===== config.mk =====
export PLATFORM = sky130hd
export DESIGN_NAME = memory
export DESIGN_NICKNAME = d
export VERILOG_FILES = /design/src/mem_pkg.sv /design/src/avm_pkg.sv /design/src/mem_link.sv /design/src/memory_read.sv /design/src/memory_write.sv /design/src/avalon_mem.sv /design/src/memory.sv
export SDC_FILE = /design/constraint.sdc
export NUM_CORES = 1
export LEC_CHECK = 0
export ABC_CLOCK_PERIOD_IN_PS = 4800
export BUFFER_PORTS_ARGS = -buffer_cell sky130_fd_sc_hd__buf_2
export CELL_PAD_IN_SITES_DETAIL_PLACEMENT = 0
export CELL_PAD_IN_SITES_GLOBAL_PLACEMENT = 1
export CORE_UTILIZATION = 46
export CTS_BUF_LIST = sky130_fd_sc_hd__clkbuf_2
export DETAILED_ROUTE_END_ITERATION = 16
export PLACE_DENSITY = 0.79
export SYNTH_ARGS = -nofsm -noshare
export SYNTH_HDL_FRONTEND = slang
export SYNTH_SLANG_ARGS = --single-unit
export TNS_END_PERCENT = 100

===== constraint.sdc =====
create_clock -name clk -period 4.8 [get_ports clk]
set_input_delay 0.72 -clock clk [delete_from_list [all_inputs] [get_ports clk]]
set_output_delay 0.72 -clock clk [all_outputs]
set_load 0.02 [all_outputs]

===== src/mem_pkg.sv =====
// CPU-side request types for data reads and writes
// and the read length limit

package mem_pkg;

    localparam int MAX_READ_BYTES = 8;          // longest data read

    typedef logic [31:0] addr_t;                // byte address
    typedef logic [3:0]  read_len_t;            // 1 to 8 bytes
    typedef logic [2:0]  write_len_t;           // 1 to 4 bytes
    typedef logic [63:0] read_data_t;           // low byte first
    typedef logic [31:0] write_data_t;          // low byte first

endpackage


===== src/avm_pkg.sv =====
// Avalon-MM bus types, read buffer union, link payload widths
// and bus master state codes

package avm_pkg;

    localparam int MAX_READ_BEATS = 3;

    typedef logic [31:0] dword_t;
    typedef logic [29:0] dword_addr_t;          // byte address bits 31..2
    typedef logic [3:0]  byteenable_t;
    typedef logic [2:0]  burstcount_t;
    typedef logic [63:0] burst_data_t;          // beat 0 in low dword

    // filled per beat by the bus master, picked apart per byte by the reader
    typedef union packed {
        dword_t [MAX_READ_BEATS-1:0]          dwords;
        logic [4*MAX_READ_BEATS-1:0][7:0]     bytes;
    } read_buffer_t;

    localparam int RD_REQ_WIDTH = $bits(dword_addr_t) + $bits(burstcount_t);
    localparam int WR_REQ_WIDTH = RD_REQ_WIDTH + 2 * $bits(byteenable_t)
                                  + $bits(burst_data_t);

    // bus master FSM
    localparam logic [1:0] AVM_IDLE      = 2'd0;
    localparam logic [1:0] AVM_WRITE     = 2'd1;
    localparam logic [1:0] AVM_READ_CMD  = 2'd2;
    localparam logic [1:0] AVM_READ_DATA = 2'd3;

endpackage


===== src/mem_link.sv =====
// registered request slice between a requester and the bus master
`timescale 1ns/1ps

module mem_link #(
    parameter int REQ_WIDTH = 33
) (
    input  logic                 clk,
    input  logic                 reset,

    input  logic                 req_do,
    output logic                 req_done,
    input  logic [REQ_WIDTH-1:0] req_payload,

    output logic                 resp_do,
    input  logic                 resp_done,
    output logic [REQ_WIDTH-1:0] resp_payload
);

    logic accept;

    // idle when neither flag is set
    assign accept = req_do && !resp_do && !req_done;

    always_ff @(posedge clk) begin
        if (reset) begin
            resp_do  <= 1'b0;
            req_done <= 1'b0;
        end else if (resp_do && resp_done) begin
            resp_do  <= 1'b0;
            req_done <= 1'b1;                   // done back to requester
        end else begin
            resp_do  <= resp_do || accept;
            req_done <= 1'b0;
        end
    end

    always_ff @(posedge clk) begin
        if (accept) begin
            resp_payload <= req_payload;
        end
    end

    done_while_forwarding: assert property (@(posedge clk) disable iff (reset)
        resp_done |-> resp_do);

endmodule


===== src/memory_read.sv =====
// data read front end
// sizes the read burst and aligns the returned bytes
`timescale 1ns/1ps

module memory_read (
    input  logic                  clk,
    input  logic                  reset,

    input  logic                  read_do,
    input  mem_pkg::addr_t        read_address,
    input  mem_pkg::read_len_t    read_length,
    output logic                  read_done,
    output mem_pkg::read_data_t   read_data,

    output logic                  rd_do,
    output avm_pkg::dword_addr_t  rd_address,
    output avm_pkg::burstcount_t  rd_burstcount,
    input  logic                  rd_done,
    input  avm_pkg::read_buffer_t rd_buffer
);

    logic                accept;
    logic [4:0]          span;                  // offset + length, rounded up
    logic [1:0]          offset;
    mem_pkg::read_len_t  length;
    mem_pkg::read_data_t aligned;

    assign accept = read_do && !rd_do && !read_done;
    assign span   = 5'(read_address[1:0]) + 5'(read_length) + 5'd3;

    always_ff @(posedge clk) begin
        if (reset) begin
            rd_do     <= 1'b0;
            read_done <= 1'b0;
        end else if (rd_do && rd_done) begin
            rd_do     <= 1'b0;
            read_done <= 1'b1;
        end else begin
            rd_do     <= rd_do || accept;
            read_done <= 1'b0;
        end
    end

    // ------------------------------------------------------------
    // request capture and result alignment

    always_ff @(posedge clk) begin
        if (accept) begin
            rd_address    <= read_address[31:2];
            rd_burstcount <= span[4:2];         // dwords touched
            offset        <= read_address[1:0];
            length        <= read_length;
        end
        if (rd_do && rd_done) begin
            read_data <= aligned;
        end
    end

    always_comb begin
        for (int i = 0; i < mem_pkg::MAX_READ_BYTES; i++) begin
            if (i < length) begin
                aligned[8*i +: 8] = rd_buffer.bytes[offset + i];
            end else begin
                aligned[8*i +: 8] = 8'h00;      // past requested length
            end
        end
    end

    read_length_legal: assert property (@(posedge clk) disable iff (reset)
        read_do |-> read_length inside {[1:mem_pkg::MAX_READ_BYTES]});

endmodule


===== src/memory_write.sv =====
// data write front end
// builds byte enables and shifted data for one or two beats
`timescale 1ns/1ps

module memory_write (
    input  logic                 clk,
    input  logic                 reset,

    input  logic                 write_do,
    input  mem_pkg::addr_t       write_address,
    input  mem_pkg::write_len_t  write_length,
    input  mem_pkg::write_data_t write_data,
    output logic                 write_done,

    output logic                 wr_do,
    output avm_pkg::dword_addr_t wr_address,
    output avm_pkg::burstcount_t wr_burstcount,
    output avm_pkg::byteenable_t wr_byteenable_0,
    output avm_pkg::byteenable_t wr_byteenable_1,
    output avm_pkg::burst_data_t wr_data,
    input  logic                 wr_done
);

    logic        accept;
    logic [3:0]  mask;                          // one bit per written byte
    logic [7:0]  be_shift;
    logic [63:0] data_shift;

    assign accept     = write_do && !wr_do && !write_done;
    assign mask       = 4'((5'd1 << write_length) - 5'd1);
    assign be_shift   = {4'h0, mask} << write_address[1:0];
    assign data_shift = {32'h0, write_data} << {write_address[1:0], 3'b000};

    always_ff @(posedge clk) begin
        if (reset) begin
            wr_do      <= 1'b0;
            write_done <= 1'b0;
        end else if (wr_do && wr_done) begin
            wr_do      <= 1'b0;
            write_done <= 1'b1;
        end else begin
            wr_do      <= wr_do || accept;
            write_done <= 1'b0;
        end
    end

    always_ff @(posedge clk) begin
        if (accept) begin
            wr_address      <= write_address[31:2];
            wr_byteenable_0 <= be_shift[3:0];
            wr_byteenable_1 <= be_shift[7:4];
            wr_data         <= data_shift;
            wr_burstcount   <= (be_shift[7:4] != 4'h0) ? 3'd2 : 3'd1;   // spills over
        end
    end

    first_beat_enabled: assert property (@(posedge clk) disable iff (reset)
        wr_do |-> wr_byteenable_0 != 4'h0);

endmodule


===== src/avalon_mem.sv =====
// Avalon-MM burst master for data reads and writes
// write requests win over reads
`timescale 1ns/1ps

module avalon_mem (
    input  logic                  clk,
    input  logic                  reset,

    input  logic                  readburst_do,
    input  avm_pkg::dword_addr_t  readburst_address,
    input  avm_pkg::burstcount_t  readburst_burstcount,
    output logic                  readburst_done,
    output avm_pkg::read_buffer_t readburst_data,

    input  logic                  writeburst_do,
    input  avm_pkg::dword_addr_t  writeburst_address,
    input  avm_pkg::burstcount_t  writeburst_burstcount,
    input  avm_pkg::byteenable_t  writeburst_byteenable_0,
    input  avm_pkg::byteenable_t  writeburst_byteenable_1,
    input  avm_pkg::burst_data_t  writeburst_data,
    output logic                  writeburst_done,

    output avm_pkg::dword_addr_t  avm_address,
    output avm_pkg::dword_t       avm_writedata,
    output avm_pkg::byteenable_t  avm_byteenable,
    output avm_pkg::burstcount_t  avm_burstcount,
    output logic                  avm_write,
    output logic                  avm_read,
    input  logic                  avm_waitrequest,
    input  logic                  avm_readdatavalid,
    input  avm_pkg::dword_t       avm_readdata
);

    logic [1:0]                                 state;
    logic [$clog2(avm_pkg::MAX_READ_BEATS)-1:0] beat;
    logic                                       last_beat;
    logic                                       start_write;
    logic                                       start_read;
    logic                                       next_write_beat;
    logic                                       read_beat;

    // a request still high in its done cycle is not taken again
    assign start_write     = state == avm_pkg::AVM_IDLE && writeburst_do && !writeburst_done;
    assign start_read      = state == avm_pkg::AVM_IDLE && !start_write
                             && readburst_do && !readburst_done;
    assign last_beat       = {1'b0, beat} == avm_burstcount - 3'd1;
    assign next_write_beat = state == avm_pkg::AVM_WRITE && !avm_waitrequest && !last_beat;
    assign read_beat       = state == avm_pkg::AVM_READ_DATA && avm_readdatavalid;

    // ------------------------------------------------------------
    // control FSM

    always_ff @(posedge clk) begin
        if (reset) begin
            state           <= avm_pkg::AVM_IDLE;
            beat            <= '0;
            avm_read        <= 1'b0;
            avm_write       <= 1'b0;
            readburst_done  <= 1'b0;
            writeburst_done <= 1'b0;
        end else begin
            readburst_done  <= 1'b0;
            writeburst_done <= 1'b0;
            if (start_write || start_read) begin
                beat <= '0;
            end else if (next_write_beat || read_beat) begin
                beat <= beat + 1'b1;
            end
            case (state)
                avm_pkg::AVM_IDLE: begin
                    avm_write <= start_write;
                    avm_read  <= start_read;
                    if (start_write) begin
                        state <= avm_pkg::AVM_WRITE;
                    end else if (start_read) begin
                        state <= avm_pkg::AVM_READ_CMD;
                    end
                end
                avm_pkg::AVM_WRITE: begin
                    if (!avm_waitrequest && last_beat) begin
                        avm_write       <= 1'b0;
                        writeburst_done <= 1'b1;
                        state           <= avm_pkg::AVM_IDLE;
                    end
                end
                avm_pkg::AVM_READ_CMD: begin
                    if (!avm_waitrequest) begin    // command taken
                        avm_read <= 1'b0;
                        state    <= avm_pkg::AVM_READ_DATA;
                    end
                end
                default: begin
                    if (read_beat && last_beat) begin
                        readburst_done <= 1'b1;
                        state          <= avm_pkg::AVM_IDLE;
                    end
                end
            endcase
        end
    end

    // ------------------------------------------------------------
    // bus payload and read buffer

    always_ff @(posedge clk) begin
        if (start_write) begin
            avm_address    <= writeburst_address;
            avm_burstcount <= writeburst_burstcount;
            avm_byteenable <= writeburst_byteenable_0;
            avm_writedata  <= writeburst_data[31:0];
        end else if (start_read) begin
            avm_address    <= readburst_address;
            avm_burstcount <= readburst_burstcount;
            avm_byteenable <= 4'hf;
        end else if (next_write_beat) begin
            avm_byteenable <= writeburst_byteenable_1;
            avm_writedata  <= writeburst_data[63:32];
        end
        if (read_beat) begin
            readburst_data.dwords[beat] <= avm_readdata;    // held until next read
        end
    end

    outputs_held_on_wait: assert property (@(posedge clk) disable iff (reset)
        (avm_read || avm_write) && avm_waitrequest |=>
            $stable({avm_address, avm_writedata, avm_byteenable, avm_burstcount,
                     avm_read, avm_write}));

endmodule


===== src/memory.sv =====
// data memory unit top level
// read and write front ends, request links, Avalon burst master
`timescale 1ns/1ps

module memory (
    input  logic                  clk,
    input  logic                  reset,

    input  logic                  read_do,
    input  mem_pkg::addr_t        read_address,
    input  mem_pkg::read_len_t    read_length,
    output logic                  read_done,
    output mem_pkg::read_data_t   read_data,

    input  logic                  write_do,
    input  mem_pkg::addr_t        write_address,
    input  mem_pkg::write_len_t   write_length,
    input  mem_pkg::write_data_t  write_data,
    output logic                  write_done,

    output avm_pkg::dword_addr_t  avm_address,
    output avm_pkg::dword_t       avm_writedata,
    output avm_pkg::byteenable_t  avm_byteenable,
    output avm_pkg::burstcount_t  avm_burstcount,
    output logic                  avm_write,
    output logic                  avm_read,
    input  logic                  avm_waitrequest,
    input  logic                  avm_readdatavalid,
    input  avm_pkg::dword_t       avm_readdata
);

    // rd_/wr_ before the links, rb_/wb_ after them
    wire                        rd_do, rd_done, rb_do, rb_done;
    wire avm_pkg::dword_addr_t  rd_address, rb_address;
    wire avm_pkg::burstcount_t  rd_burstcount, rb_burstcount;
    wire avm_pkg::read_buffer_t rb_data;                    // bypasses the link

    wire                        wr_do, wr_done, wb_do, wb_done;
    wire avm_pkg::dword_addr_t  wr_address, wb_address;
    wire avm_pkg::burstcount_t  wr_burstcount, wb_burstcount;
    wire avm_pkg::byteenable_t  wr_byteenable_0, wr_byteenable_1;
    wire avm_pkg::byteenable_t  wb_byteenable_0, wb_byteenable_1;
    wire avm_pkg::burst_data_t  wr_data, wb_data;

    // ------------------------------------------------------------
    // read path

    memory_read i_memory_read (
        .clk            (clk),
        .reset          (reset),
        .read_do        (read_do),
        .read_address   (read_address),
        .read_length    (read_length),
        .read_done      (read_done),
        .read_data      (read_data),
        .rd_do          (rd_do),
        .rd_address     (rd_address),
        .rd_burstcount  (rd_burstcount),
        .rd_done        (rd_done),
        .rd_buffer      (rb_data)
    );

    mem_link #(
        .REQ_WIDTH      (avm_pkg::RD_REQ_WIDTH)
    ) i_read_link (
        .clk            (clk),
        .reset          (reset),
        .req_do         (rd_do),
        .req_done       (rd_done),
        .req_payload    ({rd_address, rd_burstcount}),
        .resp_do        (rb_do),
        .resp_done      (rb_done),
        .resp_payload   ({rb_address, rb_burstcount})
    );

    // ------------------------------------------------------------
    // write path

    memory_write i_memory_write (
        .clk             (clk),
        .reset           (reset),
        .write_do        (write_do),
        .write_address   (write_address),
        .write_length    (write_length),
        .write_data      (write_data),
        .write_done      (write_done),
        .wr_do           (wr_do),
        .wr_address      (wr_address),
        .wr_burstcount   (wr_burstcount),
        .wr_byteenable_0 (wr_byteenable_0),
        .wr_byteenable_1 (wr_byteenable_1),
        .wr_data         (wr_data),
        .wr_done         (wr_done)
    );

    mem_link #(
        .REQ_WIDTH      (avm_pkg::WR_REQ_WIDTH)
    ) i_write_link (
        .clk            (clk),
        .reset          (reset),
        .req_do         (wr_do),
        .req_done       (wr_done),
        .req_payload    ({wr_address, wr_burstcount, wr_byteenable_0, wr_byteenable_1,
                          wr_data}),
        .resp_do        (wb_do),
        .resp_done      (wb_done),
        .resp_payload   ({wb_address, wb_burstcount, wb_byteenable_0, wb_byteenable_1,
                          wb_data})
    );

    // ------------------------------------------------------------
    // bus master

    avalon_mem i_avalon_mem (
        .clk                     (clk),
        .reset                   (reset),
        .readburst_do            (rb_do),
        .readburst_address       (rb_address),
        .readburst_burstcount    (rb_burstcount),
        .readburst_done          (rb_done),
        .readburst_data          (rb_data),
        .writeburst_do           (wb_do),
        .writeburst_address      (wb_address),
        .writeburst_burstcount   (wb_burstcount),
        .writeburst_byteenable_0 (wb_byteenable_0),
        .writeburst_byteenable_1 (wb_byteenable_1),
        .writeburst_data         (wb_data),
        .writeburst_done         (wb_done),
        .avm_address             (avm_address),
        .avm_writedata           (avm_writedata),
        .avm_byteenable          (avm_byteenable),
        .avm_burstcount          (avm_burstcount),
        .avm_write               (avm_write),
        .avm_read                (avm_read),
        .avm_waitrequest         (avm_waitrequest),
        .avm_readdatavalid       (avm_readdatavalid),
        .avm_readdata            (avm_readdata)
    );

endmodule


==> Yosys cells after proc, flatten, opt, wreduce, memory -nomap -nowiden <==
Cells that the tools add are included.
W data, S select, Z words.
{ "totals": {"rom_bits": 0, "latchBits": 0, "mem_bits_rw": 0, "output_inout_bits": 137, "word_cells": 187, "ff_bits": 527, "in_bits": 141, "memories": 0} }
{ "op_classes": {"bitwise_logic": 1, "mul": 0, "n_div": 0, "eq_ne": 8, "muxes": 46, "n_reduce_logical": 61, "addsub": 12, "n_lt_le_gt_ge": 18, "n_shift": 3} }
{ "op_table": {"columns": ["op", "count"], "rows": [
  ["$bmux W8 S4", 7],
  ["$lt A32 B5 Y1 const B", 7],
  ["$mux W32", 4],
  ["$bwmux W96", 1],
  ["$demux W32 S2", 1],
  ["$mux W8", 8],
  ["$shl A32 B5 Y64", 1],
  ["$mux W30", 2],
  ["$logic_and A1 B1 Y1", 23],
  ["$add A2 B3 Y4 const B", 4],
  ["$bmux W8 S2", 1],
  ["$lt A3 B4 Y1 const A", 4],
  ["$logic_not A1 Y1", 13],
  ["$mux W2", 6],
  ["$mux W4", 3],
  ["$reduce_or A2 Y1", 6],
  ["$lt A1 B4 Y1 const A", 2],
  ["$lt A2 B4 Y1 const A", 2],
  ["$mux W1", 8],
  ["$reduce_bool A2 Y1", 4],
  ["$reduce_bool A4 Y1", 2],
  ["$shl A4 B2 Y8", 1],
  ["$add A2 B2 Y3 const B", 2],
  ["$logic_or A1 B1 Y1", 6],
  ["other kinds (25)", 31]
]} }

==> Depth between registers and ports, before layout <==
{ "logic_depth": {"ltp_word": 10, "ltp_mapped": 10, "depth_no_buf": 7} }

==> Modules after synthesis <==
Synthesis repeated with hierarchy kept, for this count alone.
{ "hier_totals": {"cells_unflattened": 1241, "area_unflattened_um2": 20530.9} }
{ "by_module_without_submodules": {"columns": ["module", "seq_area_each_um2", "n_inst", "cells_per_inst", "area_each_um2"], "rows": [
  ["avalon_mem", 5114.9, 1, 461, 6414.9],
  ["memory_read", 3133.0, 1, 355, 5780.5],
  ["memory_write", 2892.8, 1, 273, 4038.9],
  ["mem_link (i_write_link)", 3193.1, 1, 112, 3229.3],
  ["mem_link (i_read_link)", 1031.0, 1, 40, 1067.3]
]} }

==> Worst setup path after synthesis <==
Ideal clock, no wire load.
{ "synth_path": {"path_type": "flip-flop to flip-flop", "start": "reg i_write_link.req_done", "end": "reg i_write_link.resp_payload[0] (enable)", "path_stages_with_launch": 3, "setup_slack_ns": -0.172, "t_required_ns": 4.249, "setup_ns": 0.551, "arrival_ns": 4.422, "n_path_buf": 0, "path_cell_list": "dfxtp_1 nand2b_1 nor2_1"} }
{ "synth_between": {"elab_chain_cells": 2} }
{ "synth_rtl": {"columns": ["item", "line_no", "source"], "rows": [
  ["start: declaration", "mem_link.sv:11", "output logic req_done,"],
  ["start signal: assignment", "mem_link.sv:27", "req_done <= 1'b0;"],
  ["start signal: assignment", "mem_link.sv:30", "req_done <= 1'b1;"],
  ["start signal: assignment", "mem_link.sv:33", "req_done <= 1'b0;"],
  ["$logic_not A1 Y1", "mem_link.sv:22", "assign accept = req_do && !resp_do && !req_done;"],
  ["$logic_and A1 B1 Y1", "mem_link.sv:22", null],
  ["named net i_write_link.accept", "mem_link.sv:19", "logic accept;"],
  ["end signal: assignment", "mem_link.sv:39", "resp_payload <= req_payload;"],
  ["end: declaration", "mem_link.sv:16", "output logic [REQ_WIDTH-1:0] resp_payload"]
]} }
The timed path passes the listed nets, and every way through them passes these cells.
A chain may end at the register's enable or synchronous reset.

==> Worst setup path after layout <==
{ "layout_path": {"start": "reg i_memory_read.offset[0]", "end": "reg i_memory_read.read_data[28] (data pin)"} }
{ "layout_between": {"elab_chain_cells": 3} }
{ "layout_rtl": {"columns": ["item", "line_no", "source"], "rows": [
  ["start: declaration", "memory_read.sv:24", "logic [1:0] offset;"],
  ["start signal: assignment", "memory_read.sv:51", "offset <= read_address[1:0];"],
  ["$add A2 B2 Y3", "memory_read.sv:62", "aligned[8*i +: 8] = rd_buffer.bytes[offset + i];"],
  ["$bmux W8 S4", "memory_read.sv:62", null],
  ["$mux W8 (not written as such)", "memory_read.sv:62", null],
  ["end signal: assignment", "memory_read.sv:55", "read_data <= aligned;"],
  ["end: declaration", "memory_read.sv:13", "output mem_pkg::read_data_t read_data,"]
]} }
No other way between the ends. The select of a mux whose other input is x is not followed.

==> results.md <==
* Post-layout util at 59.0%
* 1st-pass router iterations at 5
* Clock root cell: clkbuf_2
* Core area at 0.0431 sq mm
* Full die area at around 0.045 sq mm
* CP Capture Type: register
* HPWL after DPL at 26400 um
* Sequential Area at roughly 0.015 sq mm
* Crit path time final at 2.92 ns
* CP Cell Sequence: buf_4 > inv_1 > ha_2 > buf_4 > mux4_2 > mux2i_1 > nor2_1
* Max Freq at 0.343 GHz
* Int Power at 7.00 mW
* Post-synthesis sequential area ratio at 74.8%
* CTS tree: done
* Synthesized instance count at approximately 1000
* DR WL/cell at 18.8 um
* Largest net degree at the start of global routing at between 80 and 90
* Fill count at between 3000 and 4000
* IO buf count at 277
* Final-report setup violation count at 0
* Clock Path Buffers at 3
* Crit Path Class: reg2reg
* 1st-iter DRT viols at roughly 840
* CTS buffer count at 131
* CP arrival at 3.78 ns
* Synth unique cells at 42
* RSZ-0062 raised after global routing: false
* CTS Sinks at between 500 and 600
* # IOs at approximately 280
* Synth Register Bits at roughly 510
* Psw at 2.32 mW
* CTS Hold Bufs at 198
* Hold Crit Class: in2reg
* Worst Path Buf+Inv at 3
* Antenna violations before repair at 3
* Sw Share at 24.9%
* Area of the multi-input gates at 0.00473 sq mm
* GR Overflow Total at 0
* Die width at 211 um
* Final nets at 1781
* Max-slew headroom at 18.8%
* Final WL at 43200 um
* Mapped Avg Cell Area at around 19 sq um
* Vias/cell at 5.07
* Antenna Nets Post-Route at 0
* Hold Worst Slack at 0.215 ns
* Period utilization at 60.8%
* H-tree depth at 4
* Setup bufs post-CTS at 0
* Final slew viol count at 0
* Clock skew at about 0.092 ns
* Comb power frac at 10.8%
* Vias in the first global route at 12200
* Crit path max-delay family: adder cells
* CP max FO at 26
* Max Cap Violations at 0
* Result of the run: finished, final reports clean
* Ys Warns at 0
* Synthesized cell area at 0.0201 sq mm
* Leakage at 9.51 nW
* Setup crit start kind: register
* Clock power frac at 33.0%
* Vias at 11700
* GRT Total Usage at 20.1%
* Clk_lat worst skew at 1.24 ns
* Area Growth Syn to Fin at 26.2%
* # rows at 76
* Clock transition at the registers of the reported paths at 0.13 ns
* Post-cts sizing count at 0
* Global-route wire length before repair at 65700 um
* Synth Net Count at 1197
* Drc violations at 0
* Worst-Margin Slew at 1.21 ns
* VDD IR max at 0.345 mV
* Required @ worst endpoint at ~5.7 ns
* Gp weighted congestion at 0.817
* Vert. Die Dim at 211 um
* Final hold violation count at 0
* Worst path slowest cell: ha_2
* Initial Util at ~47%
* Pwr/cell area at 367 mW/mm^2
* Total power at between 9 and 10 mW
* Share of power burned in registers at 56.2%
* Cell repeated most along the worst path: buf_4
* Share of post-route cells with drive strength above 1 at 38.4%
* Setup TNS at 0 ns
* CP max stage delay at 0.81 ns
==> power by group through the flow <==
stage          registers [mW]  logic [mW]  clock network (mW)
6_report                 5.24        1.00                3.08
5_1_grt                  5.26        1.08                3.42
4_1_cts                  5.24        1.01                3.19
3_5_place_dp             5.34       0.874                   0
3_3_place_gp             5.33       0.860                   0
2_1_floorplan            5.41       0.495                   0
==> flip-flops by register name, summed over array words and instances (netlist names), 4 cells and up <==
| register | cells |
|---|---|
| i_avalon_mem.avm_byteenable | 4 |
| i_avalon_mem.avm_writedata | 32 |
| i_memory_write.wr_byteenable_0 | 4 |
| i_memory_write.wr_data | 56 |
| i_memory_read.rd_address | 30 |
| i_memory_read.read_data | 64 |
| i_memory_write.wr_address | 30 |
| i_read_link.resp_payload | 33 |
| i_write_link.resp_payload | 95 |
| i_memory_read.length | 4 |
| i_avalon_mem.readburst_data | 96 |
| i_avalon_mem.avm_address | 30 |
==> worst paths after layout <==
| kind | startpoint | to | slack (ns) | cells past startpoint |
|---|---|---|---|---|
| setup reg to reg | i_memory_read.offset[0]$_DFFE_PP_ | i_memory_read.read_data[28]$_SDFFCE_PP0P_ | 1.88 | 7 |
| hold / removal | read_address[21] | i_memory_read.rd_address[19]$_DFFE_PP_ | 0.22 | 2 |
| setup / recovery | i_memory_read.offset[0]$_DFFE_PP_ | i_memory_read.read_data[28]$_SDFFCE_PP0P_ | 1.88 | 7 |
| hold reg to reg | i_memory_write.wr_data[53]$_SDFFCE_PN0P_ | i_write_link.resp_payload[53]$_DFFE_PP_ | 0.40 | 0 |
==> layout by cell type, fill, tap and decap left out, types with 3 or more instances in the layout <==
cell type | synthesis | routed
nor2_1 | 58 | 55
mux2_2 | 65 | 65
mux4_2 | 80 | 80
xnor2_1 | 3 | 3
clkinv_1 | 0 | 18
clkbuf_2 | 0 | 181
edfxtp_1 | 491 | 491
o21ai_0 | 17 | 17
xor2_1 | 3 | 3
buf_2 | 17 | 277
bufinv_16 | 0 | 7
and2_1 | 23 | 22
a22o_1 | 7 | 7
dlygate4sd3_1 | 0 | 198
inv_1 | 22 | 21
and2b_1 | 4 | 4
nand2b_1 | 4 | 4
dfxtp_1 | 16 | 16
a21oi_1 | 19 | 19
nor3_1 | 6 | 5
diode_2 | 0 | 3
clkinv_2 | 0 | 3
ha_1 | 9 | 8
clkinvlp_4 | 0 | 3
o21a_1 | 4 | 4
and3_1 | 14 | 14
nand3_1 | 7 | 7
nor2b_1 | 48 | 48
nor2_4 | 0 | 3
buf_4 | 8 | 23
nand2_1 | 19 | 19
mux2i_1 | 60 | 60
==> metrics by stage <==
stage / worst slack (ns) / std cells / cell area (sq um)
5_1_grt: 1.64 / 2301 / 25400
2_1_floorplan: 1.32 / 1046 / 20100
3_5_place_dp: 1.86 / 1884 / 22200
3_3_place_gp: 1.93 / 1884 / 22200
6_report: 1.88 / 2301 / 25400
4_1_cts: 1.80 / 2298 / 25400
==> area by class of cell <==
type	count	share of cell area, %
antenna	3	0.0295
clock buffer	181	3.57
clock inverter	35	1.34
inverter	22	0.335
multi-input combinational	470	18.6
sequential	507	59.3
tap	585	2.88
timing repair buffer	498	13.9
==> Yosys cell counts (all sizes together) <==
master | number | share of area [%]
edfxtp | 491 | 73
mux4 | 80 | 9.0
mux2 | 65 | 3.6
mux2i | 60 | 3.0
nor2 | 58 | 1.1
nor2b | 48 | 1.5
buf | 34 | 1.2
and2 | 23 | 0.71
inv | 22 | 0.41
a21oi | 19 | 0.47
nand2 | 19 | 0.35
o21ai | 17 | 0.42
dfxtp | 16 | 1.6
and3 | 14 | 0.44
clkbuf | 13 | 0.24
ha | 9 | 0.56
a22o | 7 | 0.30
nand3 | 7 | 0.17
nor3 | 7 | 0.23
nand2b | 5 | 0.19
and2b | 4 | 0.15
o21a | 4 | 0.15
xnor2 | 3 | 0.13
xor2 | 3 | 0.13
a211oi | 2 | 0.075
a21o | 2 | 0.075
a31oi | 2 | 0.062
nor4 | 2 | 0.093
o22ai | 2 | 0.062
or3b | 2 | 0.087
a211o | 1 | 0.044
fa | 1 | 0.099
nor3b | 1 | 0.037
o211ai | 1 | 0.037
o21bai | 1 | 0.037
o221a | 1 | 0.056
==> layer usage <==
layer  GRT usage (%)  wire length, um
met1            21.5            15600
met2            34.8            22800
met3            7.20             3390
met4            10.6             1450
met5               0                0
==> kinds of logic (layout without fill, tap and decap cells) <==
kind of cell             count (synthesis)  in the layout  synth area share (%)
AO/OA/AOI/OAI                           59             59                  1.80
XOR/XNOR                                 6              6                 0.261
adder cells (fa/ha/maj)                 10             10                 0.659
buffers and inverters                   69            736                  1.84
flip-flops                             507            507                  74.8
multiplexers                           205            205                  15.6
other                                    0              3                     0
AND/OR/NAND/NOR                        190            190                  5.04
No activity file was read; power rests on OpenSTA's default activity.
